$ cat src/hdl/adxl_regmap_pkg.sv
package adxl_regmap_pkg;

    typedef logic [5:0] sensor_addr_t;

    localparam int SENSOR_BYTES = 'h3A;
    localparam int SENSOR_WORDS = 16;
    localparam sensor_addr_t READ_LAST_ADDR = 6'h39;

    // one bit per byte, bit 0 is the lowest address of the word
    localparam logic [SENSOR_WORDS-1:0][3:0] WRITE_MASK = {
        4'b0000,    // 0x3c
        4'b0001,    // 0x38 fifo_ctl
        4'b0000,    // 0x34
        4'b0010,    // 0x30 data_format at 0x31
        4'b1111,    // 0x2c bw_rate .. int_map
        4'b0111,    // 0x28
        4'b1111,    // 0x24
        4'b1111,    // 0x20
        4'b1110,    // 0x1c thresh_tap and offsets
        4'b0000,
        4'b0000,
        4'b0000,
        4'b0000,
        4'b0000,
        4'b0000,
        4'b0000     // 0x00 devid, read only
    };

    typedef struct packed {
        logic [3:0]  word;
        logic [31:0] data;
        logic [3:0]  strb;
    } reg_wr_t;

    typedef struct packed {
        logic       enable;
        logic       allow_irq;
        logic [6:0] i2c_address;
    } cfg_ctrl_t;

    localparam int CFG_ENABLE_BIT = 1;
    localparam int CFG_IRQ_BIT    = 2;
    localparam int CFG_BUSY_BIT   = 4;
    localparam int CFG_ADDR_LSB   = 8;
    localparam int CFG_LINK_BIT   = 15;
    localparam int CFG_MINOR_LSB  = 16;
    localparam int CFG_MAJOR_LSB  = 24;

    localparam logic [7:0]  VERSION_MINOR    = 8'd2;
    localparam logic [7:0]  VERSION_MAJOR    = 8'd1;
    localparam logic [6:0]  DEFAULT_I2C_ADDR = 7'h53;
    localparam logic [31:0] DEFAULT_INTERVAL = 32'd1000;

endpackage

$ cat src/hdl/adxl_link_pkg.sv
package adxl_link_pkg;

    typedef struct packed {
        logic [7:0] data;
        logic [7:0] user;   // i2c address then read bit
        logic       last;
    } cmd_beat_t;

    typedef struct packed {
        logic [7:0] data;
        logic       last;
    } rsp_beat_t;

    typedef struct packed {
        adxl_regmap_pkg::sensor_addr_t addr;
        logic [7:0]                    data;
    } capture_t;

    localparam logic [7:0] OP_WRITE   = 8'h02;
    localparam logic [7:0] OP_POINTER = 8'h01;
    localparam logic [7:0] DEVICE_ID  = 8'hE5;

    localparam int CMD_DEPTH       = 16;
    localparam int CMD_AFULL_SLACK = 4;
    localparam int CMD_PTR_W       = $clog2(CMD_DEPTH);

endpackage

$ cat src/hdl/adxl_bridge.sv
`timescale 1ns/1ns

module adxl_bridge (
    input  logic                     CLK,
    input  logic                     RESETN,
    input  logic                     dev_wr_en,
    input  adxl_regmap_pkg::reg_wr_t dev_wr,
    input  logic                     dev_rd_en,
    input  logic [3:0]               dev_rd_word,
    output logic [31:0]              dev_rd_data,
    output logic                     dev_rd_done,
    input  logic                     cfg_wr_en,
    input  adxl_regmap_pkg::reg_wr_t cfg_wr,
    input  logic                     cfg_rd_en,
    input  logic [2:0]               cfg_rd_word,
    output logic [31:0]              cfg_rd_data,
    output logic                     cfg_rd_done,
    output logic                     cmd_valid,
    output adxl_link_pkg::cmd_beat_t cmd,
    input  logic                     cmd_ready,
    input  logic                     rsp_valid,
    input  adxl_link_pkg::rsp_beat_t rsp,
    input  logic                     adxl_interrupt,
    output logic                     adxl_irq
);
    import adxl_regmap_pkg::*;
    import adxl_link_pkg::*;

    sensor_addr_t scan_addr;
    logic         pending_clear;
    logic         any_pending;
    logic         scan_pending;
    logic [7:0]   scan_byte;
    logic         capture_en;
    capture_t     capture;
    cfg_ctrl_t    ctrl;
    logic [31:0]  request_interval;
    logic         busy;
    logic         push;
    cmd_beat_t    push_beat;
    logic         afull;

    adxl_shadow_regs u_shadow (
        .CLK(CLK), .RESETN(RESETN),
        .wr_en(dev_wr_en), .wr(dev_wr), .rd_en(dev_rd_en), .rd_word(dev_rd_word),
        .rd_data(dev_rd_data), .rd_done(dev_rd_done),
        .scan_addr(scan_addr), .pending_clear(pending_clear), .scan_pending(scan_pending),
        .scan_byte(scan_byte), .any_pending(any_pending),
        .capture_en(capture_en), .capture(capture)
    );

    adxl_cfg_regs u_cfg (
        .CLK(CLK), .RESETN(RESETN),
        .wr_en(cfg_wr_en), .wr(cfg_wr), .rd_en(cfg_rd_en), .rd_word(cfg_rd_word),
        .rd_data(cfg_rd_data), .rd_done(cfg_rd_done),
        .capture_en(capture_en), .capture(capture), .busy(busy),
        .adxl_interrupt(adxl_interrupt), .ctrl(ctrl),
        .request_interval(request_interval), .adxl_irq(adxl_irq)
    );

    adxl_sequencer u_seq (
        .CLK(CLK), .RESETN(RESETN),
        .ctrl(ctrl), .request_interval(request_interval),
        .any_pending(any_pending), .scan_pending(scan_pending), .scan_byte(scan_byte),
        .afull(afull), .rsp_valid(rsp_valid), .rsp(rsp),
        .scan_addr(scan_addr), .pending_clear(pending_clear),
        .push(push), .push_beat(push_beat),
        .capture_en(capture_en), .capture(capture), .busy(busy)
    );

    adxl_cmd_queue u_queue (
        .CLK(CLK), .RESETN(RESETN),
        .push(push), .push_beat(push_beat), .afull(afull),
        .cmd_valid(cmd_valid), .cmd(cmd), .cmd_ready(cmd_ready)
    );

endmodule

$ cat src/hdl/adxl_cfg_regs.sv
`timescale 1ns/1ns

module adxl_cfg_regs (
    input  logic                       CLK,
    input  logic                       RESETN,
    input  logic                       wr_en,
    input  adxl_regmap_pkg::reg_wr_t   wr,
    input  logic                       rd_en,
    input  logic [2:0]                 rd_word,
    output logic [31:0]                rd_data,
    output logic                       rd_done,
    input  logic                       capture_en,
    input  adxl_link_pkg::capture_t    capture,
    input  logic                       busy,
    input  logic                       adxl_interrupt,
    output adxl_regmap_pkg::cfg_ctrl_t ctrl,
    output logic [31:0]                request_interval,
    output logic                       adxl_irq
);
    import adxl_regmap_pkg::*;
    import adxl_link_pkg::*;

    logic        link_on;
    logic [31:0] word0;
    logic [31:0] rd_mux;

    always_ff @(posedge CLK) begin
        if (!RESETN) begin
            ctrl             <= '{enable: 1'b0, allow_irq: 1'b0, i2c_address: DEFAULT_I2C_ADDR};
            request_interval <= DEFAULT_INTERVAL;
            link_on          <= 1'b0;
            adxl_irq         <= 1'b0;
            rd_done          <= 1'b0;
        end else begin
            if (wr_en && wr.word == 4'd0) begin
                if (wr.strb[0]) begin
                    ctrl.enable    <= wr.data[CFG_ENABLE_BIT];
                    ctrl.allow_irq <= wr.data[CFG_IRQ_BIT];
                end
                if (wr.strb[1]) begin
                    ctrl.i2c_address <= wr.data[CFG_ADDR_LSB +: 7];
                end
            end
            if (wr_en && wr.word == 4'd1) begin
                for (int b = 0; b < 4; b++) begin
                    if (wr.strb[b]) begin
                        request_interval[8*b +: 8] <= wr.data[8*b +: 8];
                    end
                end
            end
            if (capture_en && capture.addr == '0) begin
                link_on <= (capture.data == DEVICE_ID);  // devid answers 0xe5
            end
            adxl_irq <= adxl_interrupt & ctrl.allow_irq & ctrl.enable;
            rd_done  <= rd_en;
        end
    end

    always_comb begin
        word0                          = '0;
        word0[CFG_ENABLE_BIT]          = ctrl.enable;
        word0[CFG_IRQ_BIT]             = ctrl.allow_irq;
        word0[CFG_BUSY_BIT]            = busy;
        word0[CFG_ADDR_LSB +: 7]       = ctrl.i2c_address;
        word0[CFG_LINK_BIT]            = link_on;
        word0[CFG_MINOR_LSB +: 8]      = VERSION_MINOR;
        word0[CFG_MAJOR_LSB +: 8]      = VERSION_MAJOR;
        case (rd_word)
            3'd0:    rd_mux = word0;
            3'd1:    rd_mux = request_interval;
            default: rd_mux = '0;
        endcase
    end

    always_ff @(posedge CLK) begin
        if (rd_en) begin
            rd_data <= rd_mux;
        end
    end

endmodule

$ cat src/hdl/adxl_cmd_queue.sv
`timescale 1ns/1ns

module adxl_cmd_queue (
    input  logic                     CLK,
    input  logic                     RESETN,
    input  logic                     push,
    input  adxl_link_pkg::cmd_beat_t push_beat,
    output logic                     afull,
    output logic                     cmd_valid,
    output adxl_link_pkg::cmd_beat_t cmd,
    input  logic                     cmd_ready
);
    import adxl_link_pkg::*;

    cmd_beat_t            mem [CMD_DEPTH];
    logic [CMD_PTR_W-1:0] wr_ptr;
    logic [CMD_PTR_W-1:0] rd_ptr;
    logic [CMD_PTR_W:0]   count;
    logic                 pop;

    assign pop = cmd_valid && cmd_ready;

    always_ff @(posedge CLK) begin
        if (!RESETN) begin
            wr_ptr <= '0;
            rd_ptr <= '0;
            count  <= '0;
        end else begin
            if (push) begin
                wr_ptr <= wr_ptr + 1'b1;    // wraps at depth
            end
            if (pop) begin
                rd_ptr <= rd_ptr + 1'b1;
            end
            case ({push, pop})
                2'b10:   count <= count + 1'b1;
                2'b01:   count <= count - 1'b1;
                default: ;
            endcase
        end
    end

    always_ff @(posedge CLK) begin
        if (push) begin
            mem[wr_ptr] <= push_beat;
        end
    end

    assign cmd_valid = (count != '0);
    assign cmd       = mem[rd_ptr];
    assign afull     = (CMD_DEPTH - int'(count)) < CMD_AFULL_SLACK;  // room for a whole command

endmodule

$ cat src/hdl/adxl_sequencer.sv
`timescale 1ns/1ns

module adxl_sequencer (
    input  logic                          CLK,
    input  logic                          RESETN,
    input  adxl_regmap_pkg::cfg_ctrl_t    ctrl,
    input  logic [31:0]                   request_interval,
    input  logic                          any_pending,
    input  logic                          scan_pending,
    input  logic [7:0]                    scan_byte,
    input  logic                          afull,
    input  logic                          rsp_valid,
    input  adxl_link_pkg::rsp_beat_t      rsp,
    output adxl_regmap_pkg::sensor_addr_t scan_addr,
    output logic                          pending_clear,
    output logic                          push,
    output adxl_link_pkg::cmd_beat_t      push_beat,
    output logic                          capture_en,
    output adxl_link_pkg::capture_t       capture,
    output logic                          busy
);
    import adxl_regmap_pkg::*;
    import adxl_link_pkg::*;

    typedef enum logic [2:0] {
        S_IDLE, S_CHECK, S_SEND_WRITE, S_NEXT_ADDR, S_SEND_POINTER, S_READ_REQ, S_AWAIT
    } state_t;

    state_t       state;
    sensor_addr_t addr;     // scan address, then capture address
    logic [1:0]   beat_cnt;
    logic [31:0]  timer;

    always_ff @(posedge CLK) begin
        if (!RESETN) begin
            state    <= S_IDLE;
            addr     <= '0;
            beat_cnt <= '0;
            timer    <= '0;
        end else begin
            case (state)
                S_IDLE: begin
                    addr     <= '0;
                    beat_cnt <= '0;
                    if (!ctrl.enable) begin
                        timer <= '0;
                    end else if (any_pending) begin
                        state <= S_CHECK;
                    end else if (timer >= request_interval) begin
                        timer <= '0;
                        state <= S_SEND_POINTER;
                    end else begin
                        timer <= timer + 32'd1;
                    end
                end
                S_CHECK: state <= scan_pending ? S_SEND_WRITE : S_NEXT_ADDR;
                S_SEND_WRITE: begin
                    if (!afull) begin
                        beat_cnt <= (beat_cnt == 2'd2) ? 2'd0 : beat_cnt + 2'd1;
                        if (beat_cnt == 2'd2) begin
                            state <= S_NEXT_ADDR;
                        end
                    end
                end
                S_NEXT_ADDR: begin
                    if (addr == READ_LAST_ADDR) begin
                        state <= S_IDLE;
                    end else begin
                        addr  <= addr + 6'd1;
                        state <= S_CHECK;
                    end
                end
                S_SEND_POINTER: begin
                    if (!afull) begin
                        beat_cnt <= (beat_cnt == 2'd1) ? 2'd0 : beat_cnt + 2'd1;
                        if (beat_cnt == 2'd1) begin
                            state <= S_READ_REQ;
                        end
                    end
                end
                S_READ_REQ: if (!afull) state <= S_AWAIT;
                S_AWAIT: begin
                    if (rsp_valid) begin
                        addr <= addr + 6'd1;
                        if (rsp.last) begin
                            state <= S_IDLE;
                        end
                    end
                end
                default: state <= S_IDLE;
            endcase
        end
    end

    always_comb begin
        push           = 1'b0;
        push_beat      = '0;
        push_beat.user = {ctrl.i2c_address, 1'b0};
        case (state)
            S_SEND_WRITE: begin
                push = !afull;
                case (beat_cnt)
                    2'd0:    push_beat.data = OP_WRITE;
                    2'd1:    push_beat.data = {2'b00, addr};
                    default: begin
                        push_beat.data = scan_byte;
                        push_beat.last = 1'b1;
                    end
                endcase
            end
            S_SEND_POINTER: begin
                push           = !afull;
                push_beat.data = (beat_cnt == 2'd0) ? OP_POINTER : 8'h00;
                push_beat.last = (beat_cnt != 2'd0);
            end
            S_READ_REQ: begin
                push           = !afull;
                push_beat.data = {2'b00, READ_LAST_ADDR};
                push_beat.user = {ctrl.i2c_address, 1'b1};  // read bit
                push_beat.last = 1'b1;
            end
            default: ;
        endcase
    end

    assign pending_clear = (state == S_SEND_WRITE) && !afull && (beat_cnt == 2'd2);
    assign scan_addr     = addr;
    assign capture_en    = (state == S_AWAIT) && rsp_valid;
    assign capture       = '{addr: addr, data: rsp.data};
    assign busy          = (state != S_IDLE) || ctrl.enable;

endmodule

$ cat src/hdl/adxl_shadow_regs.sv
`timescale 1ns/1ns

module adxl_shadow_regs (
    input  logic                          CLK,
    input  logic                          RESETN,
    input  logic                          wr_en,
    input  adxl_regmap_pkg::reg_wr_t      wr,
    input  logic                          rd_en,
    input  logic [3:0]                    rd_word,
    output logic [31:0]                   rd_data,
    output logic                          rd_done,
    input  adxl_regmap_pkg::sensor_addr_t scan_addr,
    input  logic                          pending_clear,
    output logic                          scan_pending,
    output logic [7:0]                    scan_byte,
    output logic                          any_pending,
    input  logic                          capture_en,
    input  adxl_link_pkg::capture_t       capture
);
    import adxl_regmap_pkg::*;

    logic [SENSOR_WORDS-1:0][3:0][7:0] mem;
    logic [SENSOR_WORDS-1:0][3:0]      pending;
    logic                              cap_ok;

    assign cap_ok = capture_en && (int'(capture.addr) < SENSOR_BYTES) &&
                    !pending[capture.addr[5:2]][capture.addr[1:0]];   // local edit not yet sent

    always_ff @(posedge CLK) begin
        if (!RESETN) begin
            mem     <= '0;
            pending <= '0;
        end else begin
            if (pending_clear) begin
                pending[scan_addr[5:2]][scan_addr[1:0]] <= 1'b0;
            end
            if (cap_ok) begin
                mem[capture.addr[5:2]][capture.addr[1:0]] <= capture.data;
            end
            // host write last so it wins over clear and capture
            if (wr_en) begin
                for (int b = 0; b < 4; b++) begin
                    if (wr.strb[b] && WRITE_MASK[wr.word][b]) begin
                        mem[wr.word][b]     <= wr.data[8*b +: 8];
                        pending[wr.word][b] <= 1'b1;
                    end
                end
            end
        end
    end

    always_ff @(posedge CLK) begin
        if (!RESETN) begin
            rd_done <= 1'b0;
        end else begin
            rd_done <= rd_en;
        end
    end

    always_ff @(posedge CLK) begin
        if (rd_en) begin
            rd_data <= mem[rd_word];
        end
    end

    assign scan_pending = pending[scan_addr[5:2]][scan_addr[1:0]];
    assign scan_byte    = mem[scan_addr[5:2]][scan_addr[1:0]];
    assign any_pending  = |pending;

endmodule

$ cat config.mk
export PLATFORM = sky130hd
export DESIGN_NAME = adxl_bridge
export DESIGN_NICKNAME = d
export VERILOG_FILES = /design/src/hdl/adxl_regmap_pkg.sv /design/src/hdl/adxl_link_pkg.sv /design/src/hdl/adxl_bridge.sv /design/src/hdl/adxl_cfg_regs.sv /design/src/hdl/adxl_cmd_queue.sv /design/src/hdl/adxl_sequencer.sv /design/src/hdl/adxl_shadow_regs.sv
export SDC_FILE = /design/constraint.sdc
export NUM_CORES = 2
export LEC_CHECK = 0
export BUFFER_PORTS_ARGS = -buffer_cell sky130_fd_sc_hd__buf_2
export CORE_MARGIN = 10
export CORE_UTILIZATION = 28
export DETAILED_ROUTE_END_ITERATION = 8
export PLACE_DENSITY_LB_ADDON = 0.25
export SYNTH_ARGS = -nofsm -noshare
export SYNTH_HDL_FRONTEND = slang
export SYNTH_SLANG_ARGS = --single-unit
$ cat constraint.sdc
create_clock -name CLK -period 4.87 [get_ports CLK]
set_clock_uncertainty 0.2 [all_clocks]
set_input_delay 0.974 -clock CLK [delete_from_list [all_inputs] [get_ports CLK]]
set_output_delay 0.974 -clock CLK [all_outputs]
set_load 0.01 [all_outputs]
==> insert_results.sql <==
INSERT INTO impl_metrics (metric_group, metric, value, unit) VALUES
('outcome', 'result_of_the_run', 'complete, no violations', ''),
('timing', 'slew_headroom', '0.1768', ''),
('setup_path', 'worst_ep_required_time', '3.70', 'ns'),
('clock_network', 'clock_insertion_delay_worst_skew', '0.78', 'ns'),
('die', 'die-width', '433.4', 'microns'),
('power_and_ir_drop', 'power.share.clock', '0.470', ''),
('logic_synthesis', 'yosysSeqAreaShare', '0.4957', ''),
('global_routing', 'grt_start_max_net_pins', '128', ''),
('logic_synthesis', 'synthesis.area', '0.04786', 'sq mm'),
('setup_path', 'timing.critical_path.arrival', '3.10', 'ns'),
('place', 'post_dp_cell_area', '0.05165', 'sq mm'),
('setup_path', 'cpMaxStageDelayCell', 'sky130_fd_sc_hd__dfxtp_4', ''),
('global_routing', 'grt_antenna_before_repair', '18', ''),
('place', 'post-place-cells', '6177', ''),
('logic_synthesis', 'synth-async-reset-ratio', '0', ''),
('logic_synthesis', 'synth_top_area_share', '0.2849', ''),
('clock_network', 'clock_root_buffer', 'sky130_fd_sc_hd__clkbuf_16', ''),
('setup_path', 'most_frequent_cp_cell', 'sky130_fd_sc_hd__mux4_2', ''),
('timing', 'worst_slew_pin_slew', '1.232', 'ns'),
('timing', 'holdWs', '0.2193', 'ns'),
('clock_network', 'h-tree-depth', '3', ''),
('drt', 'drt_iter0_drc', '2806', ''),
('logic_synthesis', 'synth.ff_latch_count', '1017', ''),
('logic_synthesis', 'dominantRegCellSynth', 'sky130_fd_sc_hd__dfxtp_1', ''),
('global_routing', 'grt_usage', '0.1671', ''),
('logic_synthesis', 'netlist-cell-type-count', '66', ''),
('timing', 'slew_violations', '0', ''),
('setup_path', 'setup.worst_path.start_class', 'flip-flop', ''),
('setup_path', 'crit_fanout', '21', ''),
('place', 'dp_slack', '0.8955', 'ns'),
('timing', 'setup_viol_count_final', '0', ''),
('clock_network', 'clk_pin_slew_worst_paths', '0.06', 'ns'),
('logic_synthesis', 'synthesis.nets', '4116', ''),
('logic_synthesis', 'postSynthCellCount', '3963', ''),
('power_and_ir_drop', 'pwr-share-comb', '0.075', ''),
('die', 'die_h', '433.4', 'microns'),
('clock_network', 'cts_hold_repair.buffers', '0', ''),
('layout', 'signed_area_change_from_the_synthesized_netlist_to_the_final_layout', '16.49', '%'),
('drt', 'wire_per_inst', '25.17', 'microns'),
('power_and_ir_drop', 'power_total', '19.59', 'mW'),
('logic_synthesis', 'yosys_warnings', '0', ''),
('power_and_ir_drop', 'powerDensity', '351.4', 'mW/mm^2'),
('drt', 'number_of_remaining_drc_errors', '0', ''),
('power_and_ir_drop', 'seq_power_share', '0.455', ''),
('place', 'gpl.final_weighted_congestion', '0.8277', ''),
('power_and_ir_drop', 'cell_internal_power', '14.74', 'mW'),
('setup_path', 'timing_worst_setup_path_type', 'reg -> out', ''),
('timing', 'rsz0062_at_grt', 'no', ''),
('hold_path', 'hp-class', 'in -> reg', ''),
('place', 'numPortBuffers', '189', ''),
('setup_path', 'crit_path_cell_trace', 'buf_4 > mux4_2 > mux4_2 > buf_2', ''),
('die', 'floorplan.core_area', '0.1697', 'sq mm'),
('drt', 'detail_route.wirelength', '161.2', 'mm'),
('clock_network', 'max-clock-path-buffers', '3', ''),
('global_routing', 'grt_first_pass_wirelength', '236.2', 'mm'),
('flow_run', 'cap_viol_max_count', '0', ''),
('timing', 'period_needed', '4.273', 'ns'),
('logic_synthesis', 'post_synth_most_frequent_cells', 'sky130_fd_sc_hd__dfxtp_1, sky130_fd_sc_hd__mux4_2, sky130_fd_sc_hd__o21ai_0', ''),
('layout', 'finish.utilization', '0.3286', ''),
('layout', 'layout.cells.non_filler', '6406', ''),
('logic_synthesis', 'synthDominantAreaCellType', 'sky130_fd_sc_hd__dfxtp_1', ''),
('die', 'floorplan.initialDensity', '0.2821', ''),
('global_routing', 'global_route.overflow_total', '0', ''),
('power_and_ir_drop', 'leak_pwr', '19.29', 'nW'),
('timing', 'postLayoutSetupSlackWorst', '0.5966', 'ns'),
('timing', 'max_freq', '234.0', 'MHz'),
('clock_network', 'tritoncts', 'yes', ''),
('layout', 'post_route_cells_drive_above_1_share', '0.2450', ''),
('timing', 'final_min_period_over_clock_period', '0.8775', ''),
('clock_network', 'inserted_clock_buffers', '117', ''),
('clock_network', 'cts_resized', '0', '');
[critical path: cells and delay by family (launching register included)]
kind                   cells  cell delay, ns
multiplexers               2            1.09
buffers and inverters      2            0.63
flip-flops                 1            0.59
[cells in the final DEF (no fill, tap or decap), types with 20 or more instances in the layout]
cell,count
sky130_fd_sc_hd__dfxtp_1,675
sky130_fd_sc_hd__buf_2,186
sky130_fd_sc_hd__edfxtp_1,336
sky130_fd_sc_hd__ha_1,47
sky130_fd_sc_hd__o2111ai_1,24
sky130_fd_sc_hd__o21ai_0,354
sky130_fd_sc_hd__xnor2_1,34
sky130_fd_sc_hd__nor4_1,22
sky130_fd_sc_hd__inv_1,58
sky130_fd_sc_hd__clkinv_2,24
sky130_fd_sc_hd__a211oi_1,81
sky130_fd_sc_hd__nand4_1,21
sky130_fd_sc_hd__nand2_1,273
sky130_fd_sc_hd__a21oi_1,173
sky130_fd_sc_hd__and2_1,44
sky130_fd_sc_hd__mux4_2,424
sky130_fd_sc_hd__clkbuf_16,120
sky130_fd_sc_hd__mux2i_1,307
sky130_fd_sc_hd__and4_1,20
sky130_fd_sc_hd__nand3_1,199
sky130_fd_sc_hd__nor2_1,245
sky130_fd_sc_hd__nor3_1,113
sky130_fd_sc_hd__buf_4,140
[flip-flops by register name, indices dropped and copies added, names as in the netlist, 5 cells and up, named ones only]
signal / flops
u_cfg.request_interval: 32
u_seq.timer: 32
u_seq.scan_addr: 6
u_shadow.mem: 512
u_cfg.ctrl: 9
u_shadow.pending: 64
u_cfg.rd_data: 32
u_shadow.rd_data: 32
u_queue.mem: 272
u_queue.count: 5
[power by group through the flow]
stage          clock (mW)  sequential (mW)  combinational (mW)
5_1_grt              9.78             8.92                1.59
6_report             9.21             8.91                1.47
3_5_place_dp            0             9.10                1.49
2_1_floorplan           0             9.05               0.962
3_3_place_gp            0             9.10                1.49
4_1_cts              9.45             8.91                1.49
[cells by family after synthesis]
kind of cell / share of synthesized area
xor gates and xnor gates: 0.008602
AOI/OAI and AO/OA: 0.08659
DFF: 0.4957
muxes: 0.2638
buffers and inverters: 0.03438
adders and majority gates: 0.01292
and+or+nand+nor: 0.09804
[cell type report]
| class | count | area, sq um |
|---|---|---|
| Antenna cell | 5 | 12.51 |
| Inverter | 63 | 239.0 |
| Clock inverter | 74 | 835.8 |
| Tap cell | 2218 | 2775 |
| Fill cell | 17020 | 113900 |
| Multi-Input combinational cell | 2537 | 22620 |
| Sequential cell | 1017 | 23740 |
| Clock buffer | 150 | 3246 |
| Timing Repair Buffer | 342 | 2283 |
[worst paths after layout]
kind | from | end | slack, ns | cells past startpoint
min reg2reg | u_shadow.pending[52] | u_shadow.pending[52] | 0.25 | 2
max | flip-flop | cmd[8] | 0.60 | 4
min | cfg_wr[11] | u_cfg.request_interval[7] | 0.22 | 3
max reg2reg | u_seq.scan_addr[3] | u_queue.mem[1][11] | 0.86 | 6
[metal layers]
metal | vias to the layer above | part of all wire | GRT usage
met4 | 4 | 0.028 | 0.05479
li1 | 15340 | - | -
met5 | - | 0.00017 | 0
met2 | 1040 | 0.49 | 0.2769
met3 | 215 | 0.053 | 0.02548
met1 | 17180 | 0.43 | 0.2227
No activity file was read; power rests on OpenSTA's default activity.
